`src/hw/axi_bridge_macros.svh`:
```
`ifndef AXI_BRIDGE_MACROS_SVH
`define AXI_BRIDGE_MACROS_SVH

// bus widths
`define AXI_ADDR_W 32
`define AXI_DATA_W 32
`define AXI_ID_W 4
`define AXI_LEN_W 4 // axi3 style len field
`define AXI_STRB_W (`AXI_DATA_W / 8)

// cache line geometry, 64 byte lines
`define LINE_WORDS 16
`define LINE_W 512
`define LINE_OFS_W 6

// burst length fields
`define AXI_LEN_LINE `AXI_LEN_W'(`LINE_WORDS - 1)
`define AXI_LEN_SINGLE `AXI_LEN_W'(0)

// burst and response encodings
`define AXI_BURST_FIXED 2'b00
`define AXI_BURST_INCR 2'b01
`define AXI_RESP_OKAY 2'b00

// ids, read ids select the return port
`define RD_ID_ICACHE `AXI_ID_W'(0)
`define RD_ID_DCACHE `AXI_ID_W'(1)
`define WR_ID `AXI_ID_W'(1)

`endif

```
`src/hw/axi_bridge_pkg.sv`:
```
`include "axi_bridge_macros.svh"

package axi_bridge_pkg;

	// sram-like read request from either cache
	typedef struct packed {
		logic [`AXI_ADDR_W-1:0] addr;
		logic [2:0] size;
		logic uncached; // single beat, fixed burst
	} cache_rd_req_t;

	// one beat back to a cache
	typedef struct packed {
		logic valid;
		logic last;
		logic [`AXI_DATA_W-1:0] data;
	} cache_ret_t;

	// dcache write, either a whole line or one word
	typedef struct packed {
		logic [`AXI_ADDR_W-1:0] addr;
		logic [2:0] size;
		logic [`AXI_STRB_W-1:0] strb; // uncached word only
		logic uncached;
		logic [`LINE_W-1:0] line; // word 0 in the low bits
		logic [`AXI_DATA_W-1:0] word;
	} cache_wr_req_t;

	typedef struct packed {
		logic [`AXI_ID_W-1:0] id;
		logic [`AXI_ADDR_W-1:0] addr;
		logic [`AXI_LEN_W-1:0] len;
		logic [2:0] size;
		logic [1:0] burst;
	} axi_ar_t;

	typedef struct packed {
		logic [`AXI_ID_W-1:0] id;
		logic [`AXI_DATA_W-1:0] data;
		logic [1:0] resp;
		logic last;
	} axi_r_t;

	typedef struct packed {
		logic [`AXI_ADDR_W-1:0] addr;
		logic [`AXI_LEN_W-1:0] len;
		logic [2:0] size;
		logic [1:0] burst;
	} axi_aw_t;

	typedef struct packed {
		logic [`AXI_DATA_W-1:0] data;
		logic [`AXI_STRB_W-1:0] strb;
		logic last;
	} axi_w_t;

	typedef struct packed {
		logic [1:0] resp;
	} axi_b_t;

endpackage

```
`src/hw/axi_rd_path.sv`:
```
`include "axi_bridge_macros.svh"

module axi_rd_path (
	input  logic clk,
	input  logic rst,
	input  logic ic_rd_req,
	input  axi_bridge_pkg::cache_rd_req_t ic_rd,
	output logic ic_rd_rdy,
	output axi_bridge_pkg::cache_ret_t ic_ret,
	input  logic dc_rd_req,
	input  axi_bridge_pkg::cache_rd_req_t dc_rd,
	output logic dc_rd_rdy,
	output axi_bridge_pkg::cache_ret_t dc_ret,
	input  logic wr_busy,
	input  logic [`AXI_ADDR_W-`LINE_OFS_W-1:0] wr_line,
	output logic arvalid,
	input  logic arready,
	output axi_bridge_pkg::axi_ar_t ar,
	input  logic rvalid,
	input  axi_bridge_pkg::axi_r_t r
);
	typedef enum logic [1:0] {st_idle, st_addr, st_data} state_t;

	state_t state;
	state_t state_nxt;
	logic ic_hazard;
	logic dc_hazard;
	logic ic_take;
	logic dc_take;
	logic beat; // r beat while a burst is open
	axi_bridge_pkg::axi_ar_t ar_q;

	// ar payload for a request, id picks the return port later
	function automatic axi_bridge_pkg::axi_ar_t make_ar(
		input axi_bridge_pkg::cache_rd_req_t req,
		input logic [`AXI_ID_W-1:0] id
	);
		axi_bridge_pkg::axi_ar_t a;
		a.id = id;
		a.addr = req.addr;
		a.len = req.uncached ? `AXI_LEN_SINGLE : `AXI_LEN_LINE;
		a.size = req.size;
		a.burst = req.uncached ? `AXI_BURST_FIXED : `AXI_BURST_INCR;
		return a;
	endfunction

	// hold off reads to a line that is still being written
	assign ic_hazard = wr_busy && (ic_rd.addr[`AXI_ADDR_W-1:`LINE_OFS_W] == wr_line);
	assign dc_hazard = wr_busy && (dc_rd.addr[`AXI_ADDR_W-1:`LINE_OFS_W] == wr_line);

	assign ic_rd_rdy = (state == st_idle) && !ic_hazard;
	assign ic_take = ic_rd_req && ic_rd_rdy;
	assign dc_rd_rdy = (state == st_idle) && !dc_hazard && !ic_take; // icache first
	assign dc_take = dc_rd_req && dc_rd_rdy;

	always_ff @(posedge clk) begin
		if (!rst) begin
			state <= st_idle;
		end else begin
			state <= state_nxt;
		end
	end

	always_comb begin
		state_nxt = state;
		case (state)
			st_idle: begin
				if (ic_take || dc_take) begin
					state_nxt = st_addr;
				end
			end
			st_addr: begin
				if (arready) begin
					state_nxt = st_data;
				end
			end
			st_data: begin
				if (beat && r.last) begin
					state_nxt = st_idle;
				end
			end
			default: state_nxt = st_idle;
		endcase
	end

	always_ff @(posedge clk) begin
		if (ic_take) begin
			ar_q <= make_ar(ic_rd, `RD_ID_ICACHE);
		end else if (dc_take) begin
			ar_q <= make_ar(dc_rd, `RD_ID_DCACHE);
		end
	end

	assign arvalid = (state == st_addr);
	assign ar = ar_q;

	assign beat = (state == st_data) && rvalid; // rready is always high

	// route beats back by id
	always_comb begin
		ic_ret.valid = beat && (r.id == `RD_ID_ICACHE);
		ic_ret.last = ic_ret.valid && r.last;
		ic_ret.data = r.data;
		dc_ret.valid = beat && (r.id == `RD_ID_DCACHE);
		dc_ret.last = dc_ret.valid && r.last;
		dc_ret.data = r.data;
	end

	a_ar_stable: assert property (@(posedge clk) disable iff (!rst)
		arvalid && !arready |=> arvalid && $stable(ar));

	// each beat reaches exactly one cache, a foreign id would be lost
	a_ret_onehot: assert property (@(posedge clk) disable iff (!rst)
		beat |-> (ic_ret.valid != dc_ret.valid));

endmodule

```
`src/hw/axi_wr_path.sv`:
```
`include "axi_bridge_macros.svh"

module axi_wr_path (
	input  logic clk,
	input  logic rst,
	input  logic dc_wr_req,
	input  axi_bridge_pkg::cache_wr_req_t dc_wr,
	output logic dc_wr_rdy,
	output logic awvalid,
	input  logic awready,
	output axi_bridge_pkg::axi_aw_t aw,
	output logic wvalid,
	input  logic wready,
	output axi_bridge_pkg::axi_w_t w,
	input  logic bvalid,
	input  axi_bridge_pkg::axi_b_t b,
	output logic wr_busy,
	output logic [`AXI_ADDR_W-`LINE_OFS_W-1:0] wr_line
);
	typedef enum logic [1:0] {st_idle, st_addr, st_data, st_resp} state_t;

	state_t state;
	state_t state_nxt;
	logic accept;
	logic beat; // w handshake
	logic unc_q;
	logic [`AXI_LEN_W-1:0] beat_cnt;
	logic [`LINE_W-1:0] line_buf;
	logic [`AXI_DATA_W-1:0] word_q;
	logic [`AXI_STRB_W-1:0] strb_q;
	logic [`AXI_ADDR_W-`LINE_OFS_W-1:0] line_q;
	axi_bridge_pkg::axi_aw_t aw_q;

	assign dc_wr_rdy = (state == st_idle);
	assign accept = dc_wr_req && dc_wr_rdy;
	assign beat = wvalid && wready;

	always_ff @(posedge clk) begin
		if (!rst) begin
			state <= st_idle;
		end else begin
			state <= state_nxt;
		end
	end

	always_comb begin
		state_nxt = state;
		case (state)
			st_idle: begin
				if (accept) begin
					state_nxt = st_addr;
				end
			end
			st_addr: begin
				if (awready) begin
					state_nxt = st_data;
				end
			end
			st_data: begin
				if (beat && w.last) begin
					state_nxt = st_resp;
				end
			end
			st_resp: begin
				if (bvalid) begin // bready is always high
					state_nxt = st_idle;
				end
			end
			default: state_nxt = st_idle;
		endcase
	end

	// latch the whole request, the cache may drop it after the handshake
	always_ff @(posedge clk) begin
		if (accept) begin
			aw_q.addr <= dc_wr.addr;
			aw_q.len <= dc_wr.uncached ? `AXI_LEN_SINGLE : `AXI_LEN_LINE;
			aw_q.size <= dc_wr.size;
			aw_q.burst <= dc_wr.uncached ? `AXI_BURST_FIXED : `AXI_BURST_INCR;
			unc_q <= dc_wr.uncached;
			word_q <= dc_wr.word;
			strb_q <= dc_wr.strb;
			line_q <= dc_wr.addr[`AXI_ADDR_W-1:`LINE_OFS_W];
			line_buf <= dc_wr.line;
		end else if (beat) begin
			// next word moves down into the low bits
			line_buf <= {{`AXI_DATA_W{1'b0}}, line_buf[`LINE_W-1:`AXI_DATA_W]};
		end
	end

	always_ff @(posedge clk) begin
		if (!rst) begin
			beat_cnt <= '0;
		end else if (accept) begin
			beat_cnt <= '0;
		end else if (beat) begin
			beat_cnt <= beat_cnt + 1'b1;
		end
	end

	assign awvalid = (state == st_addr);
	assign aw = aw_q;
	assign wvalid = (state == st_data);

	always_comb begin
		w.data = unc_q ? word_q : line_buf[`AXI_DATA_W-1:0];
		w.strb = unc_q ? strb_q : {`AXI_STRB_W{1'b1}}; // full words for a line
		w.last = unc_q || (beat_cnt == `AXI_LEN_LINE);
	end

	// acceptance cycle included so a read in the same cycle is held too
	assign wr_busy = (state != st_idle) || accept;
	assign wr_line = accept ? dc_wr.addr[`AXI_ADDR_W-1:`LINE_OFS_W] : line_q;

	// data phase opens only after the aw handshake
	a_w_after_aw: assert property (@(posedge clk) disable iff (!rst)
		$rose(wvalid) |-> $past(state == st_addr && awready));

	a_b_okay: assert property (@(posedge clk) disable iff (!rst)
		(state == st_resp) && bvalid |-> b.resp == `AXI_RESP_OKAY);

endmodule

```
`src/hw/axi_cache_bridge.sv`:
```
`include "axi_bridge_macros.svh"

module axi_cache_bridge (
	input  logic clk,
	input  logic rst,
	// icache read port
	input  logic ic_rd_req,
	input  axi_bridge_pkg::cache_rd_req_t ic_rd,
	output logic ic_rd_rdy,
	output axi_bridge_pkg::cache_ret_t ic_ret,
	// dcache read port
	input  logic dc_rd_req,
	input  axi_bridge_pkg::cache_rd_req_t dc_rd,
	output logic dc_rd_rdy,
	output axi_bridge_pkg::cache_ret_t dc_ret,
	// dcache write port
	input  logic dc_wr_req,
	input  axi_bridge_pkg::cache_wr_req_t dc_wr,
	output logic dc_wr_rdy,
	// axi master side, rready and bready tied high
	output logic arvalid,
	input  logic arready,
	output axi_bridge_pkg::axi_ar_t ar,
	input  logic rvalid,
	input  axi_bridge_pkg::axi_r_t r,
	output logic awvalid,
	input  logic awready,
	output axi_bridge_pkg::axi_aw_t aw,
	output logic wvalid,
	input  logic wready,
	output axi_bridge_pkg::axi_w_t w,
	input  logic bvalid,
	input  axi_bridge_pkg::axi_b_t b
);
	logic wr_busy;
	logic [`AXI_ADDR_W-`LINE_OFS_W-1:0] wr_line; // line being written

	axi_rd_path u_rd (
		.clk(clk),
		.rst(rst),
		.ic_rd_req(ic_rd_req),
		.ic_rd(ic_rd),
		.ic_rd_rdy(ic_rd_rdy),
		.ic_ret(ic_ret),
		.dc_rd_req(dc_rd_req),
		.dc_rd(dc_rd),
		.dc_rd_rdy(dc_rd_rdy),
		.dc_ret(dc_ret),
		.wr_busy(wr_busy),
		.wr_line(wr_line),
		.arvalid(arvalid),
		.arready(arready),
		.ar(ar),
		.rvalid(rvalid),
		.r(r)
	);

	axi_wr_path u_wr (
		.clk(clk),
		.rst(rst),
		.dc_wr_req(dc_wr_req),
		.dc_wr(dc_wr),
		.dc_wr_rdy(dc_wr_rdy),
		.awvalid(awvalid),
		.awready(awready),
		.aw(aw),
		.wvalid(wvalid),
		.wready(wready),
		.w(w),
		.bvalid(bvalid),
		.b(b),
		.wr_busy(wr_busy),
		.wr_line(wr_line)
	);

endmodule

```
`config.mk`:
```
export PLATFORM = sky130hd
export DESIGN_NAME = axi_cache_bridge
export DESIGN_NICKNAME = d
export VERILOG_FILES = /design/src/hw/axi_bridge_pkg.sv /design/src/hw/axi_rd_path.sv /design/src/hw/axi_wr_path.sv /design/src/hw/axi_cache_bridge.sv
export VERILOG_INCLUDE_DIRS = /design/src /design/src/hw
export SDC_FILE = /design/constraint.sdc
export NUM_CORES = 1
export LEC_CHECK = 0
export ABC_AREA = 1
export BUFFER_PORTS_ARGS = -buffer_cell sky130_fd_sc_hd__buf_2
export CORE_AREA = 5 5 348 350
export DETAILED_ROUTE_END_ITERATION = 16
export DIE_AREA = 0 0 353 355
export GPL_TIMING_DRIVEN = 1
export PLACE_DENSITY = 0.48
export SLEW_MARGIN = 20
export SYNTH_ARGS = -nofsm -noshare
export SYNTH_HDL_FRONTEND = slang
export SYNTH_HIERARCHICAL = 1
export SYNTH_SLANG_ARGS = --single-unit
```
`constraint.sdc`:
```
create_clock -name clk -period 19.3 [get_ports clk]
set_clock_uncertainty 0.05 [all_clocks]
set_input_delay 3.86 -clock clk [delete_from_list [all_inputs] [get_ports clk]]
set_output_delay 3.86 -clock clk [all_outputs]
set_load 0.005 [all_outputs]
```
# Word level (Yosys, flattened, before mapping)
# Cells that the tools add are included.
# totals
output_inout_bits	197
elab_cells	88
in_bits	707
reg_bits	666
# classes
eq_ne	16
addsub	1
n_reduce_logical	31
muxes	22
bitwise	1
# ops
op	n
512-bit two-way mux	2
41-bit two-way mux	2
26-bit == test	2
32-bit two-way mux	1
26-bit two-way mux	1
1-bit logical AND	16
4-bit two-way mux	4
2-bit two-way mux	7
2-bit != test, second input constant	4
2-bit case mux with 4 select lines	1
2-bit == test, second input constant	3
2-bit by 1-bit != test with 1-bit output, second input constant	3
2-bit case mux with 3 select lines	1
2-bit nonzero test	3
4-bit by 1-bit adder with 4-bit output, second input constant	1
2-bit by 1-bit == test with 1-bit output, second input constant	2
4-bit by 1-bit == test with 1-bit output, second input constant	1
4-bit == test, second input constant	1
2-bit logical NOT	2
4-bit logical NOT	1
4-bit AND reduction	1
1-bit logical NOT	3
1-bit logical OR	3
1-bit two-way mux	3
other kinds (3)	3

# Depth between registers and ports, before layout
# logic_depth
depth_word	14
ltp_mapped	22
depth_no_buf	19

# Cells and area by module
# The synthesis kept the hierarchy.
# modules_own_cells
module	cells_per_inst	area_each_um2	seq_area_each_um2	n_inst
axi_wr_path	2481	25424.4	18207.5	1
axi_rd_path	490	3314.4	1141.1	1

# Worst setup path after synthesis
# Ideal clock, no wire load.
# synth_timing
path_kind	input -> register
from	input port dc_wr_req
to	register u_wr.line_buf[0] (enable)
setup_ps	3663
setup_slack_ps	3002
required_time_ps	15587
arrival_ps	12585
n_path_buf	2
stages	4
cell_sequence	nand2_2 buf_2 buf_2 nand2_1
# synth_via
elab_chain_cells	2
# synth_rtl
element	line_no	rtl
start, declared	axi_cache_bridge.sv:17	input logic dc_wr_req,
1-bit logical AND	axi_wr_path.sv:35	assign accept = dc_wr_req && dc_wr_rdy;
2-bit nonzero test (no source line)	-	
end signal, assigned	axi_wr_path.sv:84	line_buf <= dc_wr.line;
end signal, assigned	axi_wr_path.sv:87	line_buf <= {{`AXI_DATA_W{1'b0}}, line_buf[`LINE_W-1:`AXI_DATA_W]};
end, declared	axi_wr_path.sv:28	logic [`LINE_W-1:0] line_buf;
# No other way between the ends.
# A chain may end at the register's enable or synchronous reset.

# Final worst setup path
# layout_timing
from	input port dc_wr_req
to	output port dc_rd_rdy
# layout_via
elab_chain_cells	9
elab_cells_between_ends	14
cone_classes	2 x eq/ne; 1 x mux; 11 x reduce/logical
# layout_rtl
element	line_no	rtl
1-bit logical AND *	axi_wr_path.sv:35	
26-bit two-way mux *	axi_wr_path.sv:113	assign wr_line = accept ? dc_wr.addr[`AXI_ADDR_W-1:`LINE_OFS_W] : line_q;
net wr_line[25]	axi_cache_bridge.sv:36	logic [`AXI_ADDR_W-`LINE_OFS_W-1:0] wr_line;
26-bit == test	axi_rd_path.sv:48	assign ic_hazard = wr_busy && (ic_rd.addr[`AXI_ADDR_W-1:`LINE_OFS_W] == wr_line);
1-bit logical AND	axi_rd_path.sv:48	
1-bit logical NOT	axi_rd_path.sv:51	assign ic_rd_rdy = (state == st_idle) && !ic_hazard;
1-bit logical AND	axi_rd_path.sv:51	
1-bit logical AND	axi_rd_path.sv:52	assign ic_take = ic_rd_req && ic_rd_rdy;
1-bit logical NOT	axi_rd_path.sv:53	assign dc_rd_rdy = (state == st_idle) && !dc_hazard && !ic_take;
1-bit logical AND *	axi_rd_path.sv:53	
end, declared	axi_cache_bridge.sv:14	output logic dc_rd_rdy,
# Mark *: on every way through the listed nets, which the timed path passes. The rest lies on a longest branch.

==> flow_summary.json <==
{
  "synth_top_cell_by_area": "edfxtp_1",
  "synth_area_sq_um": 28700,
  "grt.total_usage": 0.147,
  "wl_per_cell_um": 18.1,
  "cp-end-kind": "output pin",
  "num_vias": 21738,
  "hpwlAfterDp_um": 70600,
  "ys_seq_elements": 656,
  "setup_viol": 0,
  "antenna_found_initial": 80,
  "max_stage_delay_ns": 0.72,
  "ctsHtreeMaxLevel": 3,
  "clockBufferDepth": 3,
  "tns_ns": 0,
  "pwr-share-clk": 0.273,
  "p_per_area_nw_per_um2": 152,
  "rsz0062_at_grt": "no",
  "critPathLaunchType": "input pin",
  "seqPwrFrac": 0.467,
  "cp_max_fo": 151,
  "netlist_instances": 2971,
  "final_hold_viol_count": 0,
  "drive_gt1_frac": 0.256,
  "yosysSeqAreaShare": 0.673,
  "nets": 4382,
  "overflow": 0,
  "required_ns": 15.39,
  "vias_per_cell": 4.09,
  "drtIter0Drc": 1524,
  "initial_utilization": 0.245,
  "relSlewSlack": 0.297,
  "cts_buffers": 81,
  "synthFlopType": "edfxtp_1",
  "rows": 126,
  "ctsResizeCount": 0,
  "fp.dieW_um": 353,
  "cts.sinks": 656,
  "yosys-top-cells-area": "edfxtp_1, nand2_1, dfxtp_1, buf_4, inv_1",
  "grt_max_degree": 208,
  "min_period_over_period": 0.598,
  "drc": 0,
  "clk_pin_slew_ns": 0.06,
  "yosysWarnings": 6,
  "crit_chain": "buf_2, nand2_8, inv_8, buf_12, nand2_1, nand2_1, inv_2, nand2_1, nand2_1, nor3_2, nand2_1, nor2_2, nand2_2, nand3_4, nand2_1, inv_1, buf_2",
  "cts-root-buf": "clkbuf_16",
  "holdBufCountCts": 0,
  "clock_latency_ns": 0.65,
  "drtAntennaViolNets": 0,
  "min_path_type": "flip-flop to flip-flop",
  "async_reset_ff_frac": 0,
  "cts_tree": "yes",
  "ys_types": 31,
  "postCtsSetupRepairBufs": 0,
  "min_period_ns": 11.54,
  "slowest_stage": "inv_8",
  "port_buffers": 798,
  "coreArea_sq_um": 117000,
  "gp_congestion": 0.887,
  "area_delta_synth_final_pct": 26.7,
  "dieArea_sq_um": 125000,
  "synth_edf_count": 621,
  "intPower_mw": 3.73,
  "die_h_um": 355,
  "grt_pass1_wl_um": 138000,
  "synth_common_cells": "nand2_1, edfxtp_1, inv_1",
  "p_comb_frac": 0.260,
  "cap_viol_max_count": 0,
  "switching_share": 0.327,
  "cellLeakagePower_nw": 17.0,
  "synth.most_common_cell": "nand2_1",
  "power_switching_mw": 1.81,
  "ioPinCount": 904,
  "drtPass1Iterations": 7,
  "post-synth-top-area-fraction": 0.649,
  "crit_top_cell": "nand2_1",
  "report.power.total_mw": 5.54,
  "crit_type": "input pin to output pin",
  "status": "completed",
  "avgSynthCellArea_sq_um": 9.67,
  "grt_pass1_vias": 21372,
  "drv_slew": 0,
  "fmax_mhz": 86.7,
  "tightest_slew_ns": 1.05,
  "cp.arrival_ns": 7.63,
  "peakVddDrop_mv": 0.104,
  "wl_um": 96500
}
[kinds of logic (layout without fill, tap and decap cells)]
logic type               Yosys count  after routing  share of synthesized area
AO/OA/AOI/OAI                     41             41                    0.00840
XOR/XNOR                           9              9                    0.00274
adder cells (fa/ha/maj)            6              6                    0.00261
buffers and inverters            335           1094                     0.0596
flip-flops                       656            656                      0.673
other                              2             54                   0.000261
AND/OR/NAND/NOR                 1922           1922                      0.253
[cells in the final DEF, fill, tap and decap left out, types with 6 or more instances in the layout]
cell	instances
nand2_1	1826
buf_2	798
edfxtp_1	621
inv_1	122
clkbuf_16	81
nor2_1	72
diode_2	49
dfxtp_1	35
o21ai_0	24
clkinv_1	22
buf_4	17
clkbuf_1	15
nand3_1	10
clkinv_2	9
bufinv_16	8
xnor2_1	8
o21ai_2	8
a21oi_1	6
ha_1	6
[area by class of cell]
class                   instances  area [sq um]
repair buffers                818          4170
clock inverters                49           526
clock buffers                  98          2110
multi-input cells            1983          7720
well taps                    1536          1920
diodes                         49           123
flip-flops and latches        656         19300
inverters                     129           492
fillers                     12500         81000
[path summary, 6_finish.rpt]
kind                                   start                  endpoint  slack [ns]  cells past startpoint
hold reg to reg     u_rd/ar[41]$_SDFFE_PN0P_  u_rd/ar[41]$_SDFFE_PN0P_        0.42                      2
setup reg to reg  u_wr/state[0]$_SDFFE_PN0P_     u_rd/ar[10]$_DFFE_PP_       14.02                     16
setup / recovery                   dc_wr_req                 dc_rd_rdy        7.76                     17
hold / removal      u_rd/ar[41]$_SDFFE_PN0P_  u_rd/ar[41]$_SDFFE_PN0P_        0.42                      2
[layer usage]
layer	part of all wire	GRT usage
met5	0.0046	0
met4	0.028	0.0471
met3	0.10	0.0647
met2	0.44	0.228
met1	0.43	0.185
[registers in the layout (all words and copies together) (netlist names)]
register       cells
u_wr/state         2
u_wr/unc_q         1
u_wr/line_buf    512
u_wr/aw           36
u_rd/ar           37
u_wr/beat_cnt      4
u_wr/line_q       26
u_wr/strb_q        4
u_wr/word_q       32
u_rd/state         2
[worst max-delay path: cells and delay by family]
family	cells	cell delay [ns]
buffers and inverters	6	1.61
AND/OR/NAND/NOR	11	1.78
[stage by stage]
step	setup WS, ns	util	area (sq um)	hold slack [ns]	cells
CTS	7.87	0.309	36300	0.411	5269
floorplan	3.00	-	28800	0.387	2974
global route	7.38	0.309	36300	0.449	5286
global placement	7.92	0.286	33600	0.394	5122
finish	7.76	0.310	36400	0.415	5318
detailed placement	7.79	0.286	33600	0.404	5122
[power groups by stage]
stage	Combinational, mW	Clock [mW]	Sequential, mW
floorplan	0.945	0	2.78
global placement	1.47	0	2.61
detailed placement	1.48	0	2.62
CTS	1.48	1.57	2.60
global route	1.65	1.62	2.65
finish	1.44	1.51	2.59
No activity file was read; power rests on OpenSTA's default activity.
